--- src/include/rob_consts.svh ---
`ifndef ROB_CONSTS_SVH
`define ROB_CONSTS_SVH

// ROB geometry
`define ROB_NUM_ENTS 8
`define ROB_IDX_W    3

// Register files
`define ARCH_REGS    8
`define ARCH_REG_W   3
`define PRF_REGS     16
`define PRF_ID_W     4

`define NUM_SOURCES  2
`define PADDR_W      32

`endif
--- src/verilog/rob_pkg.sv ---
`default_nettype none

`include "rob_consts.svh"

package rob_pkg;

   typedef logic [`ROB_IDX_W:0]    rob_id_t;   // Wrap bit on top of slot index
   typedef logic [`ARCH_REG_W-1:0] arch_reg_t;
   typedef logic [`PRF_ID_W-1:0]   prf_id_t;
   typedef logic [`PADDR_W-1:0]    paddr_t;

   typedef struct packed {
      logic      has_dst;
      arch_reg_t dst;
      logic      is_branch;
   } uop_t;

   typedef struct packed {
      uop_t                              uop;
      arch_reg_t [`NUM_SOURCES-1:0]      src;
   } dispatch_t;

   typedef struct packed {
      prf_id_t pdst;
      prf_id_t pdst_old;   // Mapping displaced by this uop
   } rename_t;

   typedef struct packed {
      rob_id_t robid;
      logic    mispred;
      paddr_t  tgt;
   } complete_t;

   typedef struct packed {
      rob_id_t robid;
      uop_t    uop;
      prf_id_t pdst;
      prf_id_t pdst_old;
   } retire_t;

   // Slot contents
   typedef struct packed {
      uop_t    uop;
      prf_id_t pdst;
      prf_id_t pdst_old;
      logic    mispred;
      paddr_t  tgt;
   } rob_ent_t;

   typedef struct packed {
      logic    pending;
      rob_id_t robid;
   } src_dep_t;

endpackage

`default_nettype wire

--- src/verilog/rob_top.sv ---
`timescale 1ns/100ps
`default_nettype none

`include "rob_consts.svh"

module rob_top (
   input  logic                                  clk,
   input  logic                                  rst_n,
   input  logic                                  disp_valid,
   input  rob_pkg::dispatch_t                    disp,
   input  logic                                  cmpl_valid,
   input  rob_pkg::complete_t                    cmpl,
   output rob_pkg::rob_id_t                      disp_robid,
   output rob_pkg::src_dep_t [`NUM_SOURCES-1:0]  src_dep,
   output logic                                  disp_stall,
   output logic                                  retire_valid,
   output rob_pkg::retire_t                      retire,
   output logic                                  flush_valid,
   output rob_pkg::paddr_t                       flush_tgt
);

   rob_pkg::rename_t ren;
   logic             rob_full;
   logic             free_empty;

   // Either structure out of room blocks dispatch
   assign disp_stall = rob_full | free_empty;

   rename_map rename_map_inst (
      .clk          (clk),
      .rst_n        (rst_n),
      .disp_valid   (disp_valid),
      .disp         (disp),
      .retire_valid (retire_valid),
      .retire       (retire),
      .flush_valid  (flush_valid),
      .ren          (ren),
      .free_empty   (free_empty)
   );

   rob rob_inst (
      .clk          (clk),
      .rst_n        (rst_n),
      .disp_valid   (disp_valid),
      .disp_uop     (disp.uop),
      .src_addr     (disp.src),
      .ren          (ren),
      .cmpl_valid   (cmpl_valid),
      .cmpl         (cmpl),
      .disp_robid   (disp_robid),
      .src_dep      (src_dep),
      .rob_full     (rob_full),
      .retire_valid (retire_valid),
      .retire       (retire),
      .flush_valid  (flush_valid),
      .flush_tgt    (flush_tgt)
   );

endmodule

`default_nettype wire

--- src/verilog/rename_map.sv ---
`timescale 1ns/100ps
`default_nettype none

`include "rob_consts.svh"

module rename_map (
   input  logic               clk,
   input  logic               rst_n,
   input  logic               disp_valid,
   input  rob_pkg::dispatch_t disp,
   input  logic               retire_valid,
   input  rob_pkg::retire_t   retire,
   input  logic               flush_valid,
   output rob_pkg::rename_t   ren,
   output logic               free_empty
);

   rob_pkg::prf_id_t [`ARCH_REGS-1:0] spec_map;
   rob_pkg::prf_id_t [`ARCH_REGS-1:0] commit_map;
   rob_pkg::prf_id_t [`ARCH_REGS-1:0] commit_nxt;
   logic [`PRF_REGS-1:0]              free_vec;
   logic [`PRF_REGS-1:0]              free_rebuilt;
   rob_pkg::prf_id_t                  free_idx;
   logic                              alloc;
   logic                              ret_free;

   assign alloc      = disp_valid & disp.uop.has_dst;
   assign ret_free   = retire_valid & retire.uop.has_dst;
   assign free_empty = ~|free_vec;

   // Lowest free register
   always_comb begin
      free_idx = '0;
      for (int i = `PRF_REGS-1; i >= 0; i--) begin
         if (free_vec[i])
            free_idx = rob_pkg::prf_id_t'(i);
      end
   end

   assign ren.pdst     = free_idx;
   assign ren.pdst_old = spec_map[disp.uop.dst];

   // Committed map including this cycle's retire
   always_comb begin
      commit_nxt = commit_map;
      if (ret_free)
         commit_nxt[retire.uop.dst] = retire.pdst;
   end

   always_comb begin
      free_rebuilt = '1;
      for (int i = 0; i < `ARCH_REGS; i++) begin
         free_rebuilt[commit_nxt[i]] = 1'b0;
      end
   end

   always_ff @(posedge clk or negedge rst_n) begin
      if (!rst_n) begin
         for (int i = 0; i < `ARCH_REGS; i++) begin
            spec_map[i]   <= rob_pkg::prf_id_t'(i);   // Identity
            commit_map[i] <= rob_pkg::prf_id_t'(i);
         end
         free_vec <= ~`PRF_REGS'((1 << `ARCH_REGS) - 1);
      end else begin
         commit_map <= commit_nxt;
         if (flush_valid) begin
            spec_map <= commit_nxt;
            free_vec <= free_rebuilt;
         end else begin
            if (alloc) begin
               spec_map[disp.uop.dst] <= free_idx;
               free_vec[free_idx]     <= 1'b0;
            end
            if (ret_free)
               free_vec[retire.pdst_old] <= 1'b1;   // Old mapping now dead
         end
      end
   end

   a_no_double_free: assert property (
      @(posedge clk) disable iff (!rst_n)
      ret_free |-> !free_vec[retire.pdst_old]
   ) else $error("rename_map: freeing already free register %h", retire.pdst_old);

endmodule

`default_nettype wire

--- src/verilog/rob.sv ---
`timescale 1ns/100ps
`default_nettype none

`include "rob_consts.svh"

module rob (
   input  logic                                   clk,
   input  logic                                   rst_n,
   input  logic                                   disp_valid,
   input  rob_pkg::uop_t                          disp_uop,
   input  rob_pkg::arch_reg_t [`NUM_SOURCES-1:0]  src_addr,
   input  rob_pkg::rename_t                       ren,
   input  logic                                   cmpl_valid,
   input  rob_pkg::complete_t                     cmpl,
   output rob_pkg::rob_id_t                       disp_robid,
   output rob_pkg::src_dep_t [`NUM_SOURCES-1:0]   src_dep,
   output logic                                   rob_full,
   output logic                                   retire_valid,
   output rob_pkg::retire_t                       retire,
   output logic                                   flush_valid,
   output rob_pkg::paddr_t                        flush_tgt
);

   rob_pkg::rob_id_t           head;
   rob_pkg::rob_id_t           tail;
   logic [`ROB_IDX_W-1:0]      head_idx;
   logic [`ROB_IDX_W-1:0]      tail_idx;
   logic [`ROB_NUM_ENTS-1:0]   valid_vec;
   logic [`ROB_NUM_ENTS-1:0]   ready_vec;
   logic [`ROB_NUM_ENTS-1:0]   alloc_oh;
   logic [`ROB_NUM_ENTS-1:0]   cmpl_oh;
   logic [`ROB_NUM_ENTS-1:0]   retire_oh;
   logic                       alloc_en;
   rob_pkg::rob_ent_t          new_ent;
   rob_pkg::rob_ent_t          head_ent;
   rob_pkg::rob_ent_t          ents [`ROB_NUM_ENTS];
   logic [`NUM_SOURCES-1:0][`ROB_NUM_ENTS-1:0] src_match;
   rob_pkg::rob_id_t           occupancy;
   rob_pkg::rob_id_t           cmpl_offset;

   assign head_idx   = head[`ROB_IDX_W-1:0];
   assign tail_idx   = tail[`ROB_IDX_W-1:0];
   assign disp_robid = tail;
   assign rob_full   = (head == {~tail[`ROB_IDX_W], tail_idx});   // Same slot, wrap differs

   // Flush discards a dispatch in the same cycle
   assign alloc_en  = disp_valid & ~flush_valid;
   assign alloc_oh  = alloc_en ? (`ROB_NUM_ENTS'(1) << tail_idx) : '0;
   assign cmpl_oh   = cmpl_valid ? (`ROB_NUM_ENTS'(1) << cmpl.robid[`ROB_IDX_W-1:0]) : '0;
   assign retire_oh = retire_valid ? (`ROB_NUM_ENTS'(1) << head_idx) : '0;

   always_comb begin
      new_ent          = '0;
      new_ent.uop      = disp_uop;
      new_ent.pdst     = ren.pdst;
      new_ent.pdst_old = ren.pdst_old;
   end

   for (genvar i = 0; i < `ROB_NUM_ENTS; i++) begin : g_ent
      rob_entry rob_entry_inst (
         .clk       (clk),
         .rst_n     (rst_n),
         .alloc     (alloc_oh[i]),
         .alloc_ent (new_ent),
         .cmpl_hit  (cmpl_oh[i]),
         .cmpl      (cmpl),
         .retire    (retire_oh[i]),
         .flush     (flush_valid),
         .valid     (valid_vec[i]),
         .ready     (ready_vec[i]),
         .ent       (ents[i])
      );
   end

   // Retire and flush from head
   assign head_ent     = ents[head_idx];
   assign retire_valid = valid_vec[head_idx] & ready_vec[head_idx];
   assign flush_valid  = retire_valid & head_ent.uop.is_branch & head_ent.mispred;
   assign flush_tgt    = head_ent.tgt;

   always_comb begin
      retire.robid    = head;
      retire.uop      = head_ent.uop;
      retire.pdst     = head_ent.pdst;
      retire.pdst_old = head_ent.pdst_old;
   end

   always_ff @(posedge clk or negedge rst_n) begin
      if (!rst_n) begin
         head <= '0;
         tail <= '0;
      end else begin
         if (retire_valid)
            head <= head + 1'b1;
         if (flush_valid)
            tail <= head + 1'b1;   // Empty behind the branch
         else if (alloc_en)
            tail <= tail + 1'b1;
      end
   end

   // Producer lookup
   for (genvar s = 0; s < `NUM_SOURCES; s++) begin : g_src
      for (genvar i = 0; i < `ROB_NUM_ENTS; i++) begin : g_match
         assign src_match[s][i] = valid_vec[i] & ents[i].uop.has_dst &
                                  (ents[i].uop.dst == src_addr[s]);
      end
   end

   // Walk from oldest possible slot to youngest, last hit wins
   always_comb begin
      rob_pkg::rob_id_t cand;
      cand = tail;
      for (int s = 0; s < `NUM_SOURCES; s++) begin
         src_dep[s] = '0;
         for (int k = `ROB_NUM_ENTS; k >= 1; k--) begin
            cand = tail - rob_pkg::rob_id_t'(k);   // Keeps the wrap bit right
            if (src_match[s][cand[`ROB_IDX_W-1:0]]) begin
               src_dep[s].pending = 1'b1;
               src_dep[s].robid   = cand;
            end
         end
      end
   end

   assign occupancy   = tail - head;
   assign cmpl_offset = cmpl.robid - head;

   a_no_disp_full: assert property (
      @(posedge clk) disable iff (!rst_n)
      disp_valid |-> !rob_full
   ) else $error("rob: dispatch while full");

   a_cmpl_in_range: assert property (
      @(posedge clk) disable iff (!rst_n)
      cmpl_valid |-> (cmpl_offset < occupancy)
   ) else $error("rob: completion id %h outside occupied range", cmpl.robid);

endmodule

`default_nettype wire

--- src/verilog/rob_entry.sv ---
`timescale 1ns/100ps
`default_nettype none

module rob_entry (
   input  logic               clk,
   input  logic               rst_n,
   input  logic               alloc,
   input  rob_pkg::rob_ent_t  alloc_ent,
   input  logic               cmpl_hit,
   input  rob_pkg::complete_t cmpl,
   input  logic               retire,
   input  logic               flush,
   output logic               valid,
   output logic               ready,
   output rob_pkg::rob_ent_t  ent
);

   // Slot state
   always_ff @(posedge clk or negedge rst_n) begin
      if (!rst_n) begin
         valid <= 1'b0;
         ready <= 1'b0;
      end else if (flush || retire) begin
         valid <= 1'b0;
         ready <= 1'b0;
      end else if (alloc) begin
         valid <= 1'b1;
         ready <= 1'b0;   // Waits for its completion
      end else if (cmpl_hit) begin
         ready <= 1'b1;
      end
   end

   // Payload
   always_ff @(posedge clk) begin
      if (alloc) begin
         ent <= alloc_ent;
      end else if (cmpl_hit) begin
         ent.mispred <= cmpl.mispred;
         ent.tgt     <= cmpl.tgt;   // Branch target, if any
      end
   end

   // Completion must target a slot that the ROB allocated earlier
   a_cmpl_valid_slot: assert property (
      @(posedge clk) disable iff (!rst_n)
      cmpl_hit |-> valid
   ) else $error("rob_entry: completion hit an invalid slot");

endmodule

`default_nettype wire

--- config.mk ---
export PLATFORM = sky130hd
export DESIGN_NAME = rob_top
export DESIGN_NICKNAME = d
export VERILOG_FILES = /design/src/verilog/rob_pkg.sv /design/src/verilog/rob_top.sv /design/src/verilog/rename_map.sv /design/src/verilog/rob.sv /design/src/verilog/rob_entry.sv
export VERILOG_INCLUDE_DIRS = /design/src /design/src/include
export SDC_FILE = /design/constraint.sdc
export NUM_CORES = 1
export LEC_CHECK = 0
export BUFFER_PORTS_ARGS = -buffer_cell sky130_fd_sc_hd__buf_2
export CAP_MARGIN = 20
export CORE_MARGIN = 5
export CORE_UTILIZATION = 55
export DETAILED_ROUTE_END_ITERATION = 8
export PLACE_DENSITY = 0.76
export SLEW_MARGIN = 0
export SYNTH_ARGS = -nofsm -noshare
export SYNTH_HDL_FRONTEND = slang
export SYNTH_SLANG_ARGS = --single-unit
--- constraint.sdc ---
create_clock -name clk -period 5.11 [get_ports clk]
set_clock_uncertainty 0.2 [all_clocks]
set_input_delay 1.022 -clock clk [delete_from_list [all_inputs] [get_ports clk]]
set_output_delay 1.022 -clock clk [all_outputs]
set_load 0.005 [all_outputs]
== Yosys cells after proc, flatten, opt, wreduce, memory -nomap -nowiden ==
Cells that the tools add are included.

* Reductions and logical operators: 40
* Bitwise logic cells: 52
* $add $sub $neg: 10
* Magnitude comparators: 34
* Shift-type cells: 3
* Muxes and demuxes: 151
* Equal/unequal tests: 17

{| class="wikitable"
|+ Operators by type and width
! kind !! number
|-
| $not A16 Y16 || 9
|-
| $bmux W46 S3 || 1
|-
| $and A16 B16 Y16 || 8
|-
| $mux W32 || 3
|-
| $mux W46 || 2
|-
| $mux W4 || 21
|-
| $mux W5 || 16
|-
| $mux W1 || 68
|-
| $bwmux W32 || 2
|-
| $mux W16 || 4
|-
| $bmux W1 S3 || 18
|-
| $lt A4 B5 Y1 const B || 10
|-
| $eq A3 B3 Y1 || 16
|-
| $lt A3 B4 Y1 const B || 11
|-
| $demux W1 S4 || 10
|-
| $ge A4 B1 Y1 const B || 10
|-
| $and A1 B1 Y1 || 30
|-
| $demux W4 S3 || 2
|-
| $mux W8 || 3
|-
| $reduce_bool A3 Y1 || 8
|-
| $shl A1 B3 Y8 const A || 3
|-
| $reduce_bool A2 Y1 || 10
|-
| $or A16 B16 Y16 || 1
|-
| $reduce_or A16 Y1 || 1
|-
| 15 further kinds || 40
|}

* Logic and storage cells: 398
* Output and inout port bits: 66
* Input port bits: 52
* Register bits: 472

== Longest topological paths before layout ==
* Word-level depth: 27
* Mapped depth: 15
* Gate-level depth less buffers: 10

== By module ==
Synthesis repeated with hierarchy kept, for this count alone.

* Cell total of the unflattened synthesis: 2,165
* Area total of the unflattened synthesis: 28,342.2 um^2

{| class="wikitable"
|+ Modules (own cells, without submodules)
! module !! area each (um^2) !! instances !! sequential area each (um^2) !! cells an instance
|-
| rob_entry || 2,015.7 || 8 || 1,431.4 || 90
|-
| rob || 6,318.6 || 1 || 200.2 || 735
|-
| rename_map || 5,891.9 || 1 || 2,042.0 || 709
|-
| rob_top || 6.3 || 1 || 0.0 || 1
|}

== Worst setup path before layout ==
OpenSTA, ideal clock, no wires.

* Path kind: input to output
* From: input disp[2] (netlist bit)
* To: output src_dep[3] (netlist bit)
* Data required time: 3.888 ns
* Slack: 0.400 ns
* Buffers on the path: 1
* Stages on the path: 8
* Arrival time: 3.488 ns
* Cells stage by stage: clkbuf_1 > xor2_1 > nor4_1 > mux2i_1 > mux4_2 > a311o_1 > a21o_1 > a221oi_1

{| class="wikitable"
|+ RTL lines
! item !! line !! RTL
|-
| start, declared || rob_top.sv:10 || <nowiki>input rob_pkg::dispatch_t disp,</nowiki>
|-
| end, declared || rob_top.sv:14 || <nowiki>output rob_pkg::src_dep_t [`NUM_SOURCES-1:0] src_dep,</nowiki>
|}

==> impl_metrics.json <==
{
  "async_flop_share": 0.2203,
  "syn_nets": 2843,
  "fmax_mhz": 200.0,
  "yosysWarnings": 0,
  "cts_tree": "yes",
  "required_ps": 3890,
  "overflow": 0,
  "layout-drive-gt1-share": 0.1714,
  "post_cts_buffers": 0,
  "finalCritPeriodShare": 0.9783,
  "start_util": 0.5528,
  "cp_max_fo": 8,
  "clock_latency_ps": 590,
  "post-place-ws_ps": 190.9,
  "leakagePower_nw": 10.85,
  "synth_flop_cell": "dfxtp_1",
  "cp-start-kind": "input pin",
  "gr-usage-all-layers": 0.3224,
  "endpoint_kind": "output pin",
  "synthTopCellsByArea": "dfxtp_1, edfxtp_1, nand2_1",
  "postLayoutSetupSlackWorst_ps": 111.0,
  "hold_violations": 0,
  "vias": 22360,
  "grt_use_met2": 0.5095,
  "use_met1": 0.4533,
  "ys_seq_area_frac": 0.4434,
  "rows": 78,
  "clk_pin_slew_worst_paths_ps": 60,
  "port_buffers": 116,
  "fin_setup_tns_ps": 0,
  "setup_violations": 0,
  "numClockSinks": 472,
  "grt_pass1_vias": 21710,
  "dieArea_um2": 49670,
  "drv_slew": 0,
  "hold_class": "input pin to async pin",
  "antenna_found_initial": 6,
  "fin_nets": 2878,
  "finalWirelength_um": 83090,
  "layout-area-overhead-vs-synth_pct": 11.68,
  "drt_iter0_markers": 2934,
  "slew_headroom": 0.2151,
  "netlist_area_um2": 24920,
  "outcome": "finished clean",
  "gp_congestion": 1.041,
  "period_needed_ps": 4999,
  "vdd_drop_max_mv": 0.3905,
  "cts-buffers-inserted": 48,
  "synth-seq-cells": 472,
  "routed_via_density": 6.482,
  "ys_types": 96,
  "synth.avg_cell_area_um2": 8.988,
  "clock_path_buffers": 3,
  "drcViolationCount": 0,
  "grt.busiest_layer": "met2",
  "cap_violations": 0,
  "root_buffer": "clkbuf_16",
  "fp.dieW_um": 222.9,
  "met3_usage": 0.05908,
  "tightest_slew_ps": 1175,
  "ant_nets": 0,
  "die_y_um": 222.9,
  "ios": 118,
  "core_um2": 45090,
  "dp_hpwl_um": 55160,
  "arrival_ps": 3780,
  "drt_first_pass_iters": 8,
  "grt_pass1_wl_um": 127200,
  "synth_enable_flop_cells": 104,
  "grt_setup_unrepaired": "no",
  "netlist_instances": 2773,
  "critPathKind": "input pin to output pin",
  "grt_max_degree": 61,
  "yosysTopAreaCellShare": 0.2121,
  "post_drt_wl_per_cell_um": 24.09,
  "yosysTopAreaCell": "dfxtp_1",
  "htreeDepth": 2,
  "cts_hold_buf": 0,
  "p_per_area_nw_per_um2": 692.6
}
[final cells by class]
cell class / instances / area (µm²)
Fill cell: 3778 / 17260
Multi-Input combinational cell: 2055 / 12970
Sequential cell: 472 / 11060
Clock buffer: 70 / 1379
Timing Repair Buffer: 200 / 1314
Tap cell: 600 / 750.7
Clock inverter: 19 / 239.0
Inverter: 31 / 116.4
Antenna cell: 2 / 5.005
[final timing paths]
check / start / to / slack [ps] / cells after the start
worst max register to register: rob_inst.head[0] / rename_map_inst.free_vec[0] / 790 / 10
min in group clk: rob_inst.g_ent[3].rob_entry_inst.ent[18] / rob_inst.g_ent[3].rob_entry_inst.ent[18] / 250 / 2
worst min register to register: rob_inst.g_ent[3].rob_entry_inst.ent[18] / rob_inst.g_ent[3].rob_entry_inst.ent[18] / 250 / 2
worst min-delay path: rst_n / rename_map_inst.free_vec[0] / 240 / 1
max in group asynchronous: rst_n / rename_map_inst.spec_map[29] / 3510 / 2
worst max-delay path: disp[2] / src_dep[3] / 110 / 9
[layout by cell type, fill, tap and decap left out, types with 11 or more instances in the layout]
master and count:
a211oi_1 13, a21o_1 15, a21oi_1 319, a31oi_1 22, and2_1 13, buf_2 115, buf_4 77, clkbuf_1 17
clkbuf_16 52, dfrtp_1 69, dfstp_2 32, dfxtp_1 264, edfxtp_1 104, ha_1 18, inv_1 20, mux2_2 27
mux2i_1 54, mux4_2 106, nand2_1 807, nand2b_1 28, nand3_1 44, nand3b_1 12, nand4_1 19, nor2_1 105
nor2b_1 24, nor3_1 39, nor4_1 29, o211ai_1 11, o21ai_0 70, xnor2_1 11, xor2_1 53
[layer usage]
| metal | routed length [µm] | vias to the layer above |
|---|---|---|
| met5 | 35 | - |
| met4 | 2609 | 6 |
| met3 | 8627 | 210 |
| met2 | 38200 | 1347 |
| met1 | 33620 | 10920 |
| li1 | - | 9868 |
[repair_timing]
action / 4_1_cts / 5_1_grt
gates resized for setup: 0 / 4
endpoints found under the hold margin: 0 / 0
endpoints found under the setup margin: 0 / 3
[critical path: stages]
cell and delay (ps):
buf_2 180, xor2_1 160, nor4_1 560, mux2i_1 320, mux4_2 600, a311o_1 340, a21o_1 170, a221oi_1 260
buf_2 160
[cells by family after synthesis]
logic type,Yosys count,share of synthesized area
compound gates,588,0.1432
buf+inv,246,0.04026
flops,472,0.4434
xor+xnor,65,0.02284
mux,195,0.1336
fa+ha+maj,18,0.009037
simple gates,1189,0.2076
[state kept, by name (all words and copies together), names as in the netlist]
register	cells
rob_inst.g_ent.rob_entry_inst.ent	368
rename_map_inst.commit_map	32
rename_map_inst.spec_map	32
rename_map_inst.free_vec	16
rob_inst.g_ent.rob_entry_inst.ready	8
rob_inst.g_ent.rob_entry_inst.valid	8
rob_inst.disp_robid	4
rob_inst.head	4
[per-stage QoR]
| step | area, µm² | hold slack [ps] | util | cells | total power, W |
|---|---|---|---|---|---|
| after floorplan | 24920 | 231.9 | - | 2773 | 0.01222 |
| after global placement | 26190 | 238.2 | 0.5808 | 3358 | 0.01517 |
| after detailed placement | 26190 | 244.4 | 0.5808 | 3358 | 0.01542 |
| after CTS | 27810 | 250.7 | 0.6167 | 3447 | 0.01905 |
| after global routing | 27830 | 268.4 | 0.6173 | 3449 | 0.02023 |
| final | 27830 | 241.5 | 0.6173 | 3449 | 0.01928 |
[power breakdown]
part / total [W] / internal, W / switching (W)
logic: 0.00904 / 0.00354 / 0.00550
clock network: 0.00361 / 0.00209 / 0.00152
registers: 0.00662 / 0.00543 / 0.00119
[synth_stat cells, types with 18 or more instances]
cell	count
clkbuf_1	143
mux4_2	106
o21ai_0	70
a31oi_1	22
nor2_1	111
mux2_2	27
xor2_1	53
dfxtp_1	264
nand4_1	19
dfrtp_1	72
nand2_1	807
nand3_1	44
nor4_1	30
buf_2	18
dfstp_2	32
buf_1	45
a21oi_1	319
inv_1	20
edfxtp_1	104
nor3_1	42
nand2b_1	28
ha_1	18
mux2i_1	56
nor2b_1	24
No activity file was read; power rests on OpenSTA's default activity.
